<file path="config.mk">
export PLATFORM = sky130hd
export DESIGN_NAME = readout_top
export DESIGN_NICKNAME = d
export VERILOG_FILES = /design/src/readout_pkg.sv /design/src/chan_request.sv /design/src/word_packer.sv /design/src/daq_framer.sv /design/src/readout_sequencer.sv /design/src/readout_top.sv
export VERILOG_INCLUDE_DIRS = /design/src
export SDC_FILE = /design/constraint.sdc
export NUM_CORES = 1
export LEC_CHECK = 0
export BUFFER_PORTS_ARGS = -buffer_cell sky130_fd_sc_hd__buf_4
export CAP_MARGIN = 40
export CELL_PAD_IN_SITES_DETAIL_PLACEMENT = 0
export CELL_PAD_IN_SITES_GLOBAL_PLACEMENT = 1
export CORE_MARGIN = 2
export CORE_UTILIZATION = 51
export DETAILED_ROUTE_END_ITERATION = 10
export PLACE_DENSITY_LB_ADDON = 0.25
export SLEW_MARGIN = 25
export SYNTH_ARGS = -nofsm -noshare
export SYNTH_HDL_FRONTEND = slang
export SYNTH_SLANG_ARGS = --single-unit
</file>
<file path="constraint.sdc">
create_clock -name clk -period 7.68 [get_ports clk]
set_input_delay 0.384 -clock clk [delete_from_list [all_inputs] [get_ports clk]]
set_output_delay 0.384 -clock clk [all_outputs]
set_load 0.01 [all_outputs]
</file>
<file path="src/readout_consts.svh">
// Width, channel count, request and DAQ tag constants for the readout path
`ifndef READOUT_CONSTS_SVH
`define READOUT_CONSTS_SVH

// Channel word and DAQ beat widths
`define DATA_W 32
`define DAQ_W 64
`define DEST_W 4
`define LEN_W 20

// Channels read per trigger
`define NUM_CHAN 4

// Second word of every channel readout request
`define CAL_CYCLES 8

// DAQ framing tags
`define CHAN_TAG 8'h01
`define AMC_TAG 8'h00
`define HDR2_WORD 64'h1

`endif

</file>
<file path="src/readout_pkg.sv">
// Readout sequencer state type and DAQ word-kind type
package readout_pkg;

  typedef enum logic [3:0] {
    IDLE,
    TAKE_TRIGGER,
    REQUEST,
    READ_RSN,
    READ_RC,
    READ_TRIG,
    READ_SIZE,
    READ_CHAN,
    READ_PTC,
    SEND_AMC_HDR1,
    SEND_AMC_HDR2,
    SEND_CHAN_HDR,
    READ_DATA,
    READ_CHECKSUM,
    SEND_AMC_TRL
  } readout_state_t;

  typedef enum logic [2:0] {
    AMC_HDR1,
    AMC_HDR2,
    CHAN_HDR,
    DATA,
    AMC_TRL
  } daq_word_t;

endpackage

</file>
<file path="src/chan_request.sv">
// Channel readout request sender with request sequence number
`include "readout_consts.svh"

module chan_request (
  input  logic               clk,
  input  logic               rst,
  input  logic               req_start,
  input  logic [`DEST_W-1:0] req_dest,
  output logic               req_done,
  output logic               chan_tx_fifo_valid,
  output logic [`DATA_W-1:0] chan_tx_fifo_data,
  output logic [`DEST_W-1:0] chan_tx_fifo_dest,
  output logic               chan_tx_fifo_last,
  input  logic               chan_tx_fifo_ready
);

  logic [`DATA_W-1:0] csn;
  logic [`DEST_W-1:0] dest_q;
  logic               tx_fire;

  assign tx_fire = chan_tx_fifo_valid && chan_tx_fifo_ready;

  // Word 1 is the CSN, word 2 the calibration cycle count
  assign chan_tx_fifo_data = chan_tx_fifo_last ? `DATA_W'(`CAL_CYCLES) : csn;
  assign chan_tx_fifo_dest = dest_q;

  always_ff @(posedge clk) begin
    if (rst) begin
      chan_tx_fifo_valid <= 1'b0;
      chan_tx_fifo_last  <= 1'b0;
      req_done           <= 1'b0;
      csn                <= '0;
    end else begin
      req_done <= 1'b0;
      if (req_start) begin
        chan_tx_fifo_valid <= 1'b1;
        chan_tx_fifo_last  <= 1'b0;
      end else if (tx_fire) begin
        if (chan_tx_fifo_last) begin
          chan_tx_fifo_valid <= 1'b0;
          chan_tx_fifo_last  <= 1'b0;
          req_done           <= 1'b1;
          csn                <= csn + 1'b1; // Wraps at 32 bits
        end else begin
          chan_tx_fifo_last <= 1'b1; // Move on to second word
        end
      end
    end
  end

  always_ff @(posedge clk) begin
    if (req_start) begin
      dest_q <= req_dest;
    end
  end

endmodule

</file>
<file path="src/word_packer.sv">
// Packs pairs of 32-bit channel words into 64-bit DAQ beats
`include "readout_consts.svh"

module word_packer (
  input  logic               clk,
  input  logic               rst,
  input  logic               data_take,
  input  logic [`DATA_W-1:0] rx_data,
  input  logic [`DATA_W-1:0] buf_size,
  output logic               word_wanted,
  output logic               pair_valid,
  output logic [`DAQ_W-1:0]  pair_data,
  output logic               last_pair,
  input  logic               pair_ack
);

  logic               upper_held;
  logic [`DATA_W-1:0] word_cnt;

  // No new words while a finished pair waits for the framer
  assign word_wanted = !pair_valid;
  assign last_pair   = pair_valid && (word_cnt == buf_size);

  always_ff @(posedge clk) begin
    if (rst) begin
      upper_held <= 1'b0;
      pair_valid <= 1'b0;
      word_cnt   <= '0;
    end else begin
      if (data_take) begin
        word_cnt   <= word_cnt + 1'b1;
        upper_held <= !upper_held;
        if (upper_held) begin
          pair_valid <= 1'b1; // Second word completes the beat
        end
      end
      if (pair_ack) begin
        pair_valid <= 1'b0;
        if (last_pair) begin
          word_cnt <= '0; // Ready for the next channel
        end
      end
    end
  end

  // First word to the upper half, second to the lower half
  always_ff @(posedge clk) begin
    if (data_take) begin
      if (upper_held) begin
        pair_data[`DATA_W-1:0] <= rx_data;
      end else begin
        pair_data[`DAQ_W-1:`DATA_W] <= rx_data;
      end
    end
  end

endmodule

</file>
<file path="src/daq_framer.sv">
// DAQ word builder and DAQ output register
`include "readout_consts.svh"

module daq_framer import readout_pkg::*; (
  input  logic               clk,
  input  logic               rst,
  input  logic               word_load,
  input  daq_word_t          word_kind,
  input  logic [`DATA_W-1:0] trig_num,
  input  logic [7:0]         chan_num,
  input  logic [`DATA_W-1:0] buf_size,
  input  logic [`DAQ_W-1:0]  pair_data,
  output logic               word_free,
  output logic               daq_valid,
  output logic [`DAQ_W-1:0]  daq_data,
  output logic               daq_header,
  output logic               daq_trailer,
  input  logic               daq_ready
);

  logic [`LEN_W-1:0] len_calc;
  logic [`LEN_W-1:0] len_q;
  logic [`DAQ_W-1:0] word_next;

  // Event length in beats: per channel one header plus buf_size/2 data beats
  assign len_calc = `LEN_W'(`NUM_CHAN) * (`LEN_W'(1) + `LEN_W'(buf_size[`DATA_W-1:1]))
                    + `LEN_W'(3);

  assign word_free = !daq_valid;

  always_comb begin
    case (word_kind)
      AMC_HDR1: word_next = {`AMC_TAG, trig_num[23:0], 12'h000, len_calc};
      AMC_HDR2: word_next = `HDR2_WORD;
      CHAN_HDR: word_next = {`CHAN_TAG, chan_num, trig_num[23:0], buf_size[23:0]};
      AMC_TRL:  word_next = {32'h0, trig_num[7:0], 4'h0, len_q};
      default:  word_next = pair_data;
    endcase
  end

  always_ff @(posedge clk) begin
    if (rst) begin
      daq_valid   <= 1'b0;
      daq_header  <= 1'b0;
      daq_trailer <= 1'b0;
    end else if (word_load) begin
      daq_valid   <= 1'b1;
      daq_header  <= (word_kind == AMC_HDR1);
      daq_trailer <= (word_kind == AMC_TRL);
    end else if (daq_valid && daq_ready) begin
      daq_valid   <= 1'b0;
      daq_header  <= 1'b0;
      daq_trailer <= 1'b0;
    end
  end

  always_ff @(posedge clk) begin
    if (word_load) begin
      daq_data <= word_next;
    end
    if (word_load && word_kind == AMC_HDR1) begin
      len_q <= len_calc; // Trailer reuses the channel 0 length
    end
  end

endmodule

</file>
<file path="src/readout_sequencer.sv">
// Trigger-to-event FSM: reply header capture, DAQ word sequencing and channel walk
`include "readout_consts.svh"

module readout_sequencer import readout_pkg::*; (
  input  logic               clk,
  input  logic               rst,
  input  logic               tm_fifo_valid,
  output logic               tm_fifo_ready,
  output logic               busy,
  input  logic               chan_rx_fifo_valid,
  input  logic [`DATA_W-1:0] chan_rx_fifo_data,
  input  logic               chan_rx_fifo_last,
  output logic               chan_rx_fifo_ready,
  output logic               req_start,
  output logic [`DEST_W-1:0] req_dest,
  input  logic               req_done,
  output logic               data_take,
  output logic [`DATA_W-1:0] buf_size,
  input  logic               word_wanted,
  input  logic               pair_valid,
  input  logic               last_pair,
  output logic               pair_ack,
  output logic               word_load,
  output daq_word_t          word_kind,
  output logic [`DATA_W-1:0] trig_num,
  output logic [7:0]         chan_num,
  input  logic               word_free
);

  readout_state_t     state;
  readout_state_t     state_next;
  logic [`DEST_W-1:0] chan_idx;
  logic               rx_take;
  logic               last_chan;
  logic               trl_loaded;
  logic               hdr_state;

  assign rx_take   = chan_rx_fifo_valid && chan_rx_fifo_ready;
  assign last_chan = (chan_idx == `DEST_W'(`NUM_CHAN - 1));
  assign hdr_state = (state == SEND_AMC_HDR1) || (state == SEND_AMC_HDR2) ||
                     (state == SEND_CHAN_HDR);

  assign busy          = (state != IDLE);
  assign tm_fifo_ready = (state == TAKE_TRIGGER); // Pops one notice
  assign req_dest      = chan_idx;
  assign data_take     = (state == READ_DATA) && rx_take;
  assign pair_ack      = (state == READ_DATA) && pair_valid && word_free;
  assign word_load     = pair_ack || (hdr_state && word_free) ||
                         ((state == SEND_AMC_TRL) && word_free && !trl_loaded);

  always_comb begin
    state_next = state;
    case (state)
      IDLE:          if (tm_fifo_valid) state_next = TAKE_TRIGGER;
      TAKE_TRIGGER:  state_next = REQUEST;
      REQUEST:       if (req_done) state_next = READ_RSN;
      READ_RSN:      if (rx_take) state_next = READ_RC;
      READ_RC:       if (rx_take) state_next = READ_TRIG;
      READ_TRIG:     if (rx_take) state_next = READ_SIZE;
      READ_SIZE:     if (rx_take) state_next = READ_CHAN;
      READ_CHAN:     if (rx_take) state_next = READ_PTC;
      READ_PTC: begin
        if (rx_take) begin
          state_next = (chan_idx == '0) ? SEND_AMC_HDR1 : SEND_CHAN_HDR;
        end
      end
      SEND_AMC_HDR1: if (word_free) state_next = SEND_AMC_HDR2;
      SEND_AMC_HDR2: if (word_free) state_next = SEND_CHAN_HDR;
      SEND_CHAN_HDR: if (word_free) state_next = READ_DATA;
      READ_DATA:     if (pair_ack && last_pair) state_next = READ_CHECKSUM;
      READ_CHECKSUM: begin
        if (rx_take && chan_rx_fifo_last) begin
          state_next = last_chan ? SEND_AMC_TRL : REQUEST;
        end
      end
      SEND_AMC_TRL:  if (trl_loaded && word_free) state_next = IDLE; // Trailer has left
      default:       state_next = IDLE;
    endcase
  end

  always_comb begin
    case (state)
      READ_RSN, READ_RC, READ_TRIG, READ_SIZE,
      READ_CHAN, READ_PTC, READ_CHECKSUM: chan_rx_fifo_ready = 1'b1;
      READ_DATA:                          chan_rx_fifo_ready = word_wanted;
      default:                            chan_rx_fifo_ready = 1'b0;
    endcase
  end

  always_comb begin
    case (state)
      SEND_AMC_HDR1: word_kind = AMC_HDR1;
      SEND_AMC_HDR2: word_kind = AMC_HDR2;
      SEND_CHAN_HDR: word_kind = CHAN_HDR;
      SEND_AMC_TRL:  word_kind = AMC_TRL;
      default:       word_kind = DATA;
    endcase
  end

  always_ff @(posedge clk) begin
    if (rst) begin
      state      <= IDLE;
      chan_idx   <= '0;
      req_start  <= 1'b0;
      trl_loaded <= 1'b0;
    end else begin
      state      <= state_next;
      req_start  <= (state_next == REQUEST) && (state != REQUEST); // One pulse per channel
      trl_loaded <= (state == SEND_AMC_TRL) && (state_next == SEND_AMC_TRL) &&
                    (trl_loaded || word_free);
      if (state == TAKE_TRIGGER) begin
        chan_idx <= '0;
      end else if ((state == READ_CHECKSUM) && (state_next == REQUEST)) begin
        chan_idx <= chan_idx + 1'b1;
      end
    end
  end

  // RSN, RC and post-trigger count are read and dropped
  always_ff @(posedge clk) begin
    if ((state == READ_TRIG) && rx_take) begin
      trig_num <= chan_rx_fifo_data;
    end
    if ((state == READ_SIZE) && rx_take) begin
      buf_size <= chan_rx_fifo_data;
    end
    if ((state == READ_CHAN) && rx_take) begin
      chan_num <= chan_rx_fifo_data[7:0];
    end
  end

endmodule

</file>
<file path="src/readout_top.sv">
// Readout path top level: sequencer, request sender, word packer and DAQ framer
`include "readout_consts.svh"

module readout_top import readout_pkg::*; (
  input  logic               clk,
  input  logic               rst,
  input  logic               tm_fifo_valid,
  output logic               tm_fifo_ready,
  output logic               chan_tx_fifo_valid,
  output logic [`DATA_W-1:0] chan_tx_fifo_data,
  output logic [`DEST_W-1:0] chan_tx_fifo_dest,
  output logic               chan_tx_fifo_last,
  input  logic               chan_tx_fifo_ready,
  input  logic               chan_rx_fifo_valid,
  input  logic [`DATA_W-1:0] chan_rx_fifo_data,
  input  logic               chan_rx_fifo_last,
  output logic               chan_rx_fifo_ready,
  output logic               daq_valid,
  output logic [`DAQ_W-1:0]  daq_data,
  output logic               daq_header,
  output logic               daq_trailer,
  input  logic               daq_ready,
  output logic               busy
);

  logic               req_start;
  logic [`DEST_W-1:0] req_dest;
  logic               req_done;
  logic               data_take;
  logic [`DATA_W-1:0] buf_size;
  logic               word_wanted;
  logic               pair_valid;
  logic [`DAQ_W-1:0]  pair_data;
  logic               last_pair;
  logic               pair_ack;
  logic               word_load;
  daq_word_t          word_kind;
  logic [`DATA_W-1:0] trig_num;
  logic [7:0]         chan_num;
  logic               word_free;

  readout_sequencer u_seq (
    .clk, .rst, .tm_fifo_valid, .tm_fifo_ready, .busy,
    .chan_rx_fifo_valid, .chan_rx_fifo_data, .chan_rx_fifo_last, .chan_rx_fifo_ready,
    .req_start, .req_dest, .req_done,
    .data_take, .buf_size, .word_wanted, .pair_valid, .last_pair, .pair_ack,
    .word_load, .word_kind, .trig_num, .chan_num, .word_free
  );

  chan_request u_req (
    .clk, .rst, .req_start, .req_dest, .req_done,
    .chan_tx_fifo_valid, .chan_tx_fifo_data, .chan_tx_fifo_dest,
    .chan_tx_fifo_last, .chan_tx_fifo_ready
  );

  word_packer u_pack (
    .clk, .rst, .data_take,
    .rx_data (chan_rx_fifo_data), // Same bus the sequencer reads
    .buf_size, .word_wanted, .pair_valid, .pair_data, .last_pair, .pair_ack
  );

  daq_framer u_frame (
    .clk, .rst, .word_load, .word_kind, .trig_num, .chan_num, .buf_size, .pair_data,
    .word_free, .daq_valid, .daq_data, .daq_header, .daq_trailer, .daq_ready
  );

endmodule

</file>
==> summary.txt, run 1 <==
Synth
  • Synth Register Bits: approximately 300
  • Number of flops mapped to enable cells by yosys: 214
  • Sequential fraction of the synthesis area: 0.6542
  • Mapped Area: about 12000 um^2
  • List of most frequent post-synthesis cells: 214 x edfxtp_1, 114 x nor2_1, 82 x dfxtp_1, 71 x xnor2_1, 65 x nand2_1
  • Synth area leader: edfxtp_1
  • Synth Net Count: between 1000 and 1500
  • Mean Syn Cell Area: approximately 12 um^2
  • YS warnings: 0
  • Post-synth top area share: 0.5211
  • Mapped Cells: between 900 and 1000
  • Unique cell type count in the Yosys netlist: 60
  • Top-count cell post-synth: edfxtp_1
  • Synth Flop Type: edfxtp_1
  • Top post-synthesis cells by area: edfxtp_1 52%, dfxtp_1 13%, xnor2_1 5.0%
  • Post-synthesis async set-or-reset flop share: 0

Worst setup path
  • CP max-delay cell: dfxtp_1
  • Setup CP Type: register to primary output
  • CP required: 7300 ps
  • Worst-path maximum fanout: 21
  • Crit-path cells: nand2b_1 > nor3_1 > buf_4
  • Reg2Reg Capture Point: u_seq.req_start$_SDFF_PP0_
  • Reg-to-reg setup timing slack: just over 5000 ps
  • CP Launch Type: register
  • CP endpoint kind: primary output
  • Critical path's largest stage delay: a little under 800 ps
  • Reg2reg path depth: 6
  • R2R Path Start: u_seq.state[0]$_SDFF_PP0_
  • CP Data Arrival Time: 2410 ps

Global route
  • Largest net degree at the start of global routing: 63
  • GR Util met3: 0.03881
  • GR Util met2: 0.3453
  • Antenna violations before repair: 0
  • Total grt overflow: 0
  • Total GRT Usage: 0.2249
  • M1 GR Usage: 0.3328
  • First-pass GRT wire length: ~45 mm
  • GRT busiest layer: met2
  • Vias in the first global route: ~7900

Clocking
  • Clk Latency, worst-skew pair: ~560 ps
  • Clock Pin Slew Worst Setup and Hold Paths: approximately 60 ps
  • CTS tree: done
  • CTS buffer count: 30
  • Cts repair resizes: 0
  • Hold_buf cts: 0
  • CTS Sinks: 296
  • CTS Root Cell: clkbuf_16
  • # Post-CTS Setup Buffers: 0
  • H-tree depth: 1
  • CTS max path bufs: 3

Power
  • Psw: between 0.6 and 0.7 mW
  • Clk network pwr share: 0.457
  • Internal power: roughly 2.7 mW
  • Share of total power in combinational logic: 0.025
  • Switching portion of total power: 0.2026
  • PwrDens: about 220 nW/um^2
  • Flop pwr share: 0.518
  • Peak VDD IR: 0.0001968 V
  • Leak: around 5.4 nW

Timing
  • Fin. max-slew vios: 0
  • Headroom to the max-slew limit: 0.5253
  • Slew @ Worst Pin: between 700 and 800 ps
  • RSZ-0062 raised after global routing: no
  • Period utilisation layout: 0.3637
  • Setup_tns: 0 ps
  • Setup-failing EPs final: 0
  • Hold Violations, Final: 0
  • Final Skew: roughly 24 ps
  • Final Critical Period: about 2800 ps
  • Final WS setup: between 4000 and 5000 ps
  • F_max: around 0.36 GHz

Detailed routing
  • WL final: about 29 mm
  • Vias per inst: ~5.6
  • DRT iter0 DRCs: 931
  • Wirelength per Cell: ~20 um
  • DRT Pass-1 Iters: 7
  • Antenna-violating nets left: 0
  • Number of remaining DRC errors: 0
  • Vias post-DR: approximately 8300

Floorplan
  • Io pins: roughly 150
  • Die extent in x: approximately 160 um
  • Die ar.: between 20000 and 30000 um^2
  • Die height: 159.5 um
  • Initial Utilization: 0.5223
  • FP Rows: 56
  • Core Area: approximately 24000 um^2

Outcome
  • Status: finished clean

Finish
  • Final net count: approximately 1200
  • Fraction of layout cells with a size suffix above 1: 0.2069
  • Area grow syn2layout: 20.39%
  • Ant diodes: 0

Placed design
  • # port buffers: about 150
  • DP Worst Slack: approximately 5000 ps
  • Post-DP HPWL: ~19 mm
  • GP Congestion: between 0.8 and 0.9

Hold path
  • Hold Path Depth: 1
  • Hold wc startpoint: chan_rx_fifo_data[16]
  • Hold Path End: u_seq.trig_num[16]$_DFFE_PP_
  • Tightest Hold Check Type: primary input to register

Run
  • MaxCap Viol Count: 0
-- per-layer routing --
metal / up-vias / share of wire
met5: - / 0
met4: 0 / 0.025
met3: 46 / 0.073
met2: 318 / 0.46
met1: 4033 / 0.44
li1: 3878 / -
-- metrics by stage --
step | hold slack [ps] | cell area, um^2 | utilization | power, mW | cells
floorplan | 444.9 | 12330 | - | 1.794 | 987
global placement | 484.7 | 13740 | 0.5818 | 1.840 | 1414
detailed placement | 477.9 | 13810 | 0.5847 | 1.841 | 1418
CTS | 14.11 | 14850 | 0.6288 | 3.344 | 1474
global route | 17.36 | 14850 | 0.6288 | 3.418 | 1474
finish | 32.33 | 14850 | 0.6288 | 3.325 | 1474
-- layout make-up --
type	count	area (um^2)
Clock buffer	38	800.8
Timing Repair Buffer	162	1252
Inverter	42	157.7
Multi-Input combinational cell	599	3930
Sequential cell	296	8068
Fill cell	1857	8765
Clock inverter	18	240.2
Tap cell	319	399.1
-- cell usage in the layout (no fill, tap or decap), types with 6 or more instances in the layout --
cell type and n:
a22o_1 14, clkbuf_1 6, a221oi_1 13, nor2b_1 32, a21oi_1 27, edfxtp_1 214
xnor2_1 71, nand2_1 64, buf_4 159, nand4_1 25, a222oi_1 27, and4_1 10
clkinv_2 7, nor2_1 110, dfxtp_1 82, o21ai_0 11, and3_1 13, nor3_1 20
nand3_1 36, and2_1 15, inv_1 41, clkbuf_16 30, xor2_1 40
-- worst max-delay path by stage --
stage	from	endpoint	slack, ps	cells after the start
2_1_floorplan	chan_rx_fifo_valid	u_seq.buf_size[0]$_DFFE_PP_	4150	3
3_3_place_gp	u_seq.state[2]$_SDFF_PP0_	u_pack.word_cnt[29]$_SDFF_PP0_	5040	6
3_5_place_dp	u_seq.state[0]$_SDFF_PP0_	u_seq.req_start$_SDFF_PP0_	5150	6
4_1_cts	u_seq.state[0]$_SDFF_PP0_	tm_fifo_ready	4890	3
5_1_grt	u_seq.state[0]$_SDFF_PP0_	tm_fifo_ready	4690	3
6_report	u_seq.state[0]$_SDFF_PP0_	tm_fifo_ready	4890	3
-- power groups by stage --
stage                     sequential (mW)  combinational [mW]  clock [mW]
after floorplan                      1.75              0.0458           0
after global placement               1.76              0.0841           0
after detailed placement             1.76              0.0850           0
after CTS                            1.72              0.0850        1.54
after global routing                 1.72              0.0919        1.60
final                                1.72              0.0845        1.52
-- state kept, by name, summed over array words and instances (netlist names), 4 cells and up --
name                     cells
u_frame.daq_data            64
u_req.chan_tx_fifo_dest      4
u_seq.state                  4
u_seq.chan_num               8
u_req.csn                   32
u_frame.len_q               18
u_pack.pair_data            64
u_pack.word_cnt             32
u_seq.req_dest               4
u_seq.buf_size              32
u_seq.trig_num              24
-- worst max-delay path, delay by kind of cell (launching register included) --
family,cells,cell delay (ps)
buffers and inverters,1,230
DFF,1,780
and+or+nand+nor,2,850
-- kinds of logic (layout without fill, tap and decap cells) --
family | after synthesis | in the layout | synth area share
AND/OR/NAND/NOR | 364 | 364 | 0.1544
flip-flops | 296 | 296 | 0.6542
AO/OA/AOI/OAI | 116 | 116 | 0.07497
XOR/XNOR | 111 | 111 | 0.07883
buffers and inverters | 92 | 260 | 0.03003
adder cells (fa/ha/maj) | 5 | 5 | 0.005073
multiplexers | 3 | 3 | 0.002536
Note: power is estimated with default switching activity, not from simulation.
==> run 2: changes to the inputs <==
--- a/config.mk
+++ b/config.mk
@@ -11,7 +11,7 @@
 export CELL_PAD_IN_SITES_DETAIL_PLACEMENT = 0
 export CELL_PAD_IN_SITES_GLOBAL_PLACEMENT = 1
 export CORE_MARGIN = 2
-export CORE_UTILIZATION = 51
+export CORE_UTILIZATION = 47
 export DETAILED_ROUTE_END_ITERATION = 10
 export PLACE_DENSITY_LB_ADDON = 0.25
 export SLEW_MARGIN = 25
==> constraint.sdc (replaced) <==
create_clock -name clk -period 2.8 [get_ports clk]
set_input_delay 0.14 -clock clk [delete_from_list [all_inputs] [get_ports clk]]
set_output_delay 0.14 -clock clk [all_outputs]
set_load 0.01 [all_outputs]
==> summary.txt, run 2 (synthesis gave the netlist of run 1 again) <==
Floorplan
  • Die extent in x: 166.0 um (was 159.5 um)
  • Io pins: 147 (unchanged)
  • Die height: 166.0 um (was 159.5 um)
  • Die ar.: 27550 um^2 (was 25440 um^2)
  • FP Rows: 59 (was 56)
  • Initial Utilization: 0.4760 (was 0.5223)
  • Core Area: 25910 um^2 (was 23610 um^2)

Hold path
  • Tightest Hold Check Type: primary input to register (unchanged)
  • Hold Path Depth: 2 (was 1)

Clocking
  • CTS tree: done (unchanged)
  • CTS Sinks: 296 (unchanged)
  • CTS max path bufs: 3 (unchanged)
  • CTS Root Cell: clkbuf_16 (unchanged)
  • CTS buffer count: 30 (unchanged)
  • # Post-CTS Setup Buffers: 0 (unchanged)
  • H-tree depth: 1 (unchanged)
  • Clock Pin Slew Worst Setup and Hold Paths: 60 ps (about the same)
  • Clk Latency, worst-skew pair: 560 ps (about the same)
  • Cts repair resizes: 0 (unchanged)

Outcome
  • Status: finished clean (unchanged)

Placed design
  • DP Worst Slack: 490.0 ps (was 5149 ps)
  • GP Congestion: 0.8475 (was 0.8207)
  • Placed cell area: 13940 um^2 (was 13810 um^2)
  • # port buffers: 146 (unchanged)
  • Post-DP HPWL: 19.56 mm (was 19.27 mm)

Detailed routing
  • Wirelength per Cell: 18.94 um (was 19.67 um)
  • Vias post-DR: 8290 (was 8275)
  • Number of remaining DRC errors: 0 (unchanged)
  • Vias per inst: 5.415 (was 5.614)
  • DRT Pass-1 Iters: 6 (was 7)
  • Antenna-violating nets left: 0 (unchanged)
  • WL final: 29.00 mm (about the same)
  • DRT iter0 DRCs: 871 (was 931)

Worst setup path
  • CP required: 2660 ps (was 7300 ps)
  • CP Data Arrival Time: 2260 ps (was 2410 ps)
  • CP endpoint kind: primary output (unchanged)
  • Reg-to-reg setup timing slack: 480 ps (was 5090 ps)
  • End point of the critical path: tm_fifo_ready (unchanged)
  • CP Launch Type: register (unchanged)
  • Setup CP Type: register to primary output (unchanged)
  • Critical Path Start: u_seq.state[0]$_SDFF_PP0_ (unchanged)
  • Worst-path maximum fanout: 13 (was 21)
  • R2R Path Start: u_seq.state[2]$_SDFF_PP0_ (was u_seq.state[0]$_SDFF_PP0_)
  • Reg2Reg Capture Point: u_seq.req_start$_SDFF_PP0_ (unchanged)
  • Reg2reg path depth: 7 (was 6)

Timing
  • Headroom to the max-slew limit: 0.5886 (was 0.5253)
  • Slew @ Worst Pin: 612.3 ps (was 712.1 ps)
  • Fin. max-slew vios: 0 (unchanged)
  • RSZ-0062 raised after global routing: no (unchanged)
  • Final WS setup: 403.8 ps (was 4887 ps)
  • Setup_tns: 0 ps (unchanged)
  • Setup-failing EPs final: 0 (unchanged)
  • Final Skew: 10.40 ps (was 23.71 ps)
  • Period utilisation layout: 0.8558
  • F_max: between 0.4 and 0.5 GHz
  • Final Critical Period: around 2400 ps
  • Hold Violations, Final: 0 (unchanged)

Global route
  • First-pass GRT wire length: 45.06 mm (unchanged)
  • Vias in the first global route: 7894 (was 7907)
  • Total grt overflow: 0 (unchanged)
  • Total GRT Usage: 0.2055 (was 0.2249)
  • Antenna violations before repair: 0 (unchanged)
  • Largest net degree at the start of global routing: 45 (was 63)

Finish
  • Most frequent cells in the layout: 214 x edfxtp_1, 165 x buf_4, 110 x nor2_1, 82 x dfxtp_1, 71 x xnor2_1 (was 214 x edfxtp_1, 159 x buf_4, 110 x nor2_1, 82 x dfxtp_1, 71 x xnor2_1)
  • Largest regs: u_frame.daq_data (64), u_pack.pair_data (64) (unchanged)
  • Area grow syn2layout: 24.03% (was 20.39%)
  • Commonest non-fill, non-tap cell in the layout: edfxtp_1 (unchanged)
  • Ant diodes: 0 (unchanged)
  • Fraction of layout cells with a size suffix above 1: 0.2032 (was 0.2069)
  • Post-route cell area: 15300 um^2 (was 14850 um^2)
  • Final net count: 1218 (was 1175)

Power
  • Peak VDD IR: 0.0006477 V (was 0.0001968 V)
  • Overall power: 9.091 mW (was 3.325 mW)
  • Leak: 5.535 nW (was 5.367 nW)
  • PwrDens: 594.3 nW/um^2 (was 223.9 nW/um^2)

Run
  • MaxCap Viol Count: 0 (unchanged)
[run 2: cell types whose count changed in the layout (fill, tap and decap cells not counted), moves of 3 or more]
cell / previous run / this run
clkinv_4: 3 / 0
buf_4: 159 / 165
buf_12: 1 / 6
dlygate4sd3_1: 0 / 34
[run 2: what timing repair did]
action                                  in CTS  in global routing
endpoints found under the hold margin      132                  0
hold buffers                                34                  0
endpoints found under the setup margin       0                  0
[run 2: worst min-delay path by stage]
stage,start,to,slack [ps]
after floorplan,chan_rx_fifo_data[0],u_pack.pair_data[0]$_DFFE_PP_,240
after global placement,chan_rx_fifo_data[26],u_seq.buf_size[26]$_DFFE_PP_,350
after detailed placement,chan_rx_fifo_data[27],u_pack.pair_data[59]$_DFFE_PP_,350
after CTS,rst,u_pack.upper_held$_SDFFE_PP0P_,20
after global routing,rst,u_req.csn[5]$_SDFFE_PP0P_,40
final,rst,u_req.csn[6]$_SDFFE_PP0P_,30
[run 2: power by group]
part / leakage [nW] / switching, mW / total [mW] / internal (mW)
Clock: 0.482 / 1.65 / 4.09 / 2.43
Sequential: 2.59 / 0.0244 / 4.71 / 4.69
Combinational: 2.47 / 0.164 / 0.294 / 0.130
Total: 5.54 / 1.84 / 9.09 / 7.25
[run 2: through the flow]
step,hold slack (ps),std cells,utilization
finish,26.35,1531,0.5904
global route,38.34,1531,0.5904
CTS,21.03,1531,0.5904
detailed placement,347.0,1443,0.5379
global placement,347.1,1443,0.5379
floorplan,238.9,987,-
[run 2: worst max-delay path, stage by stage, from the launching register on]
cell and delay, ps:
dfxtp_1 520, buf_4 260, nand2b_1 180, nor3_1 520, buf_4 230
[run 2: metal layers]
| layer | vias to the layer above | global-route usage | share of wire |
|---|---|---|---|
| met5 | - | 0 | 0 |
| met4 | 0 | 0.04121 | 0.014 |
| met3 | 29 | 0.02526 | 0.058 |
| met2 | 280 | 0.3262 | 0.47 |
| met1 | 4024 | 0.3072 | 0.46 |
| li1 | 3957 | - | - |
[run 2: layout make-up]
type | instances | area, um^2
Clock inverter | 18 | 245.2
Sequential cell | 296 | 8068
Fill cell | 2120 | 10610
Inverter | 42 | 157.7
Tap cell | 335 | 419.2
Clock buffer | 36 | 773.2
Multi-Input combinational cell | 599 | 3935
Timing Repair Buffer | 205 | 1699
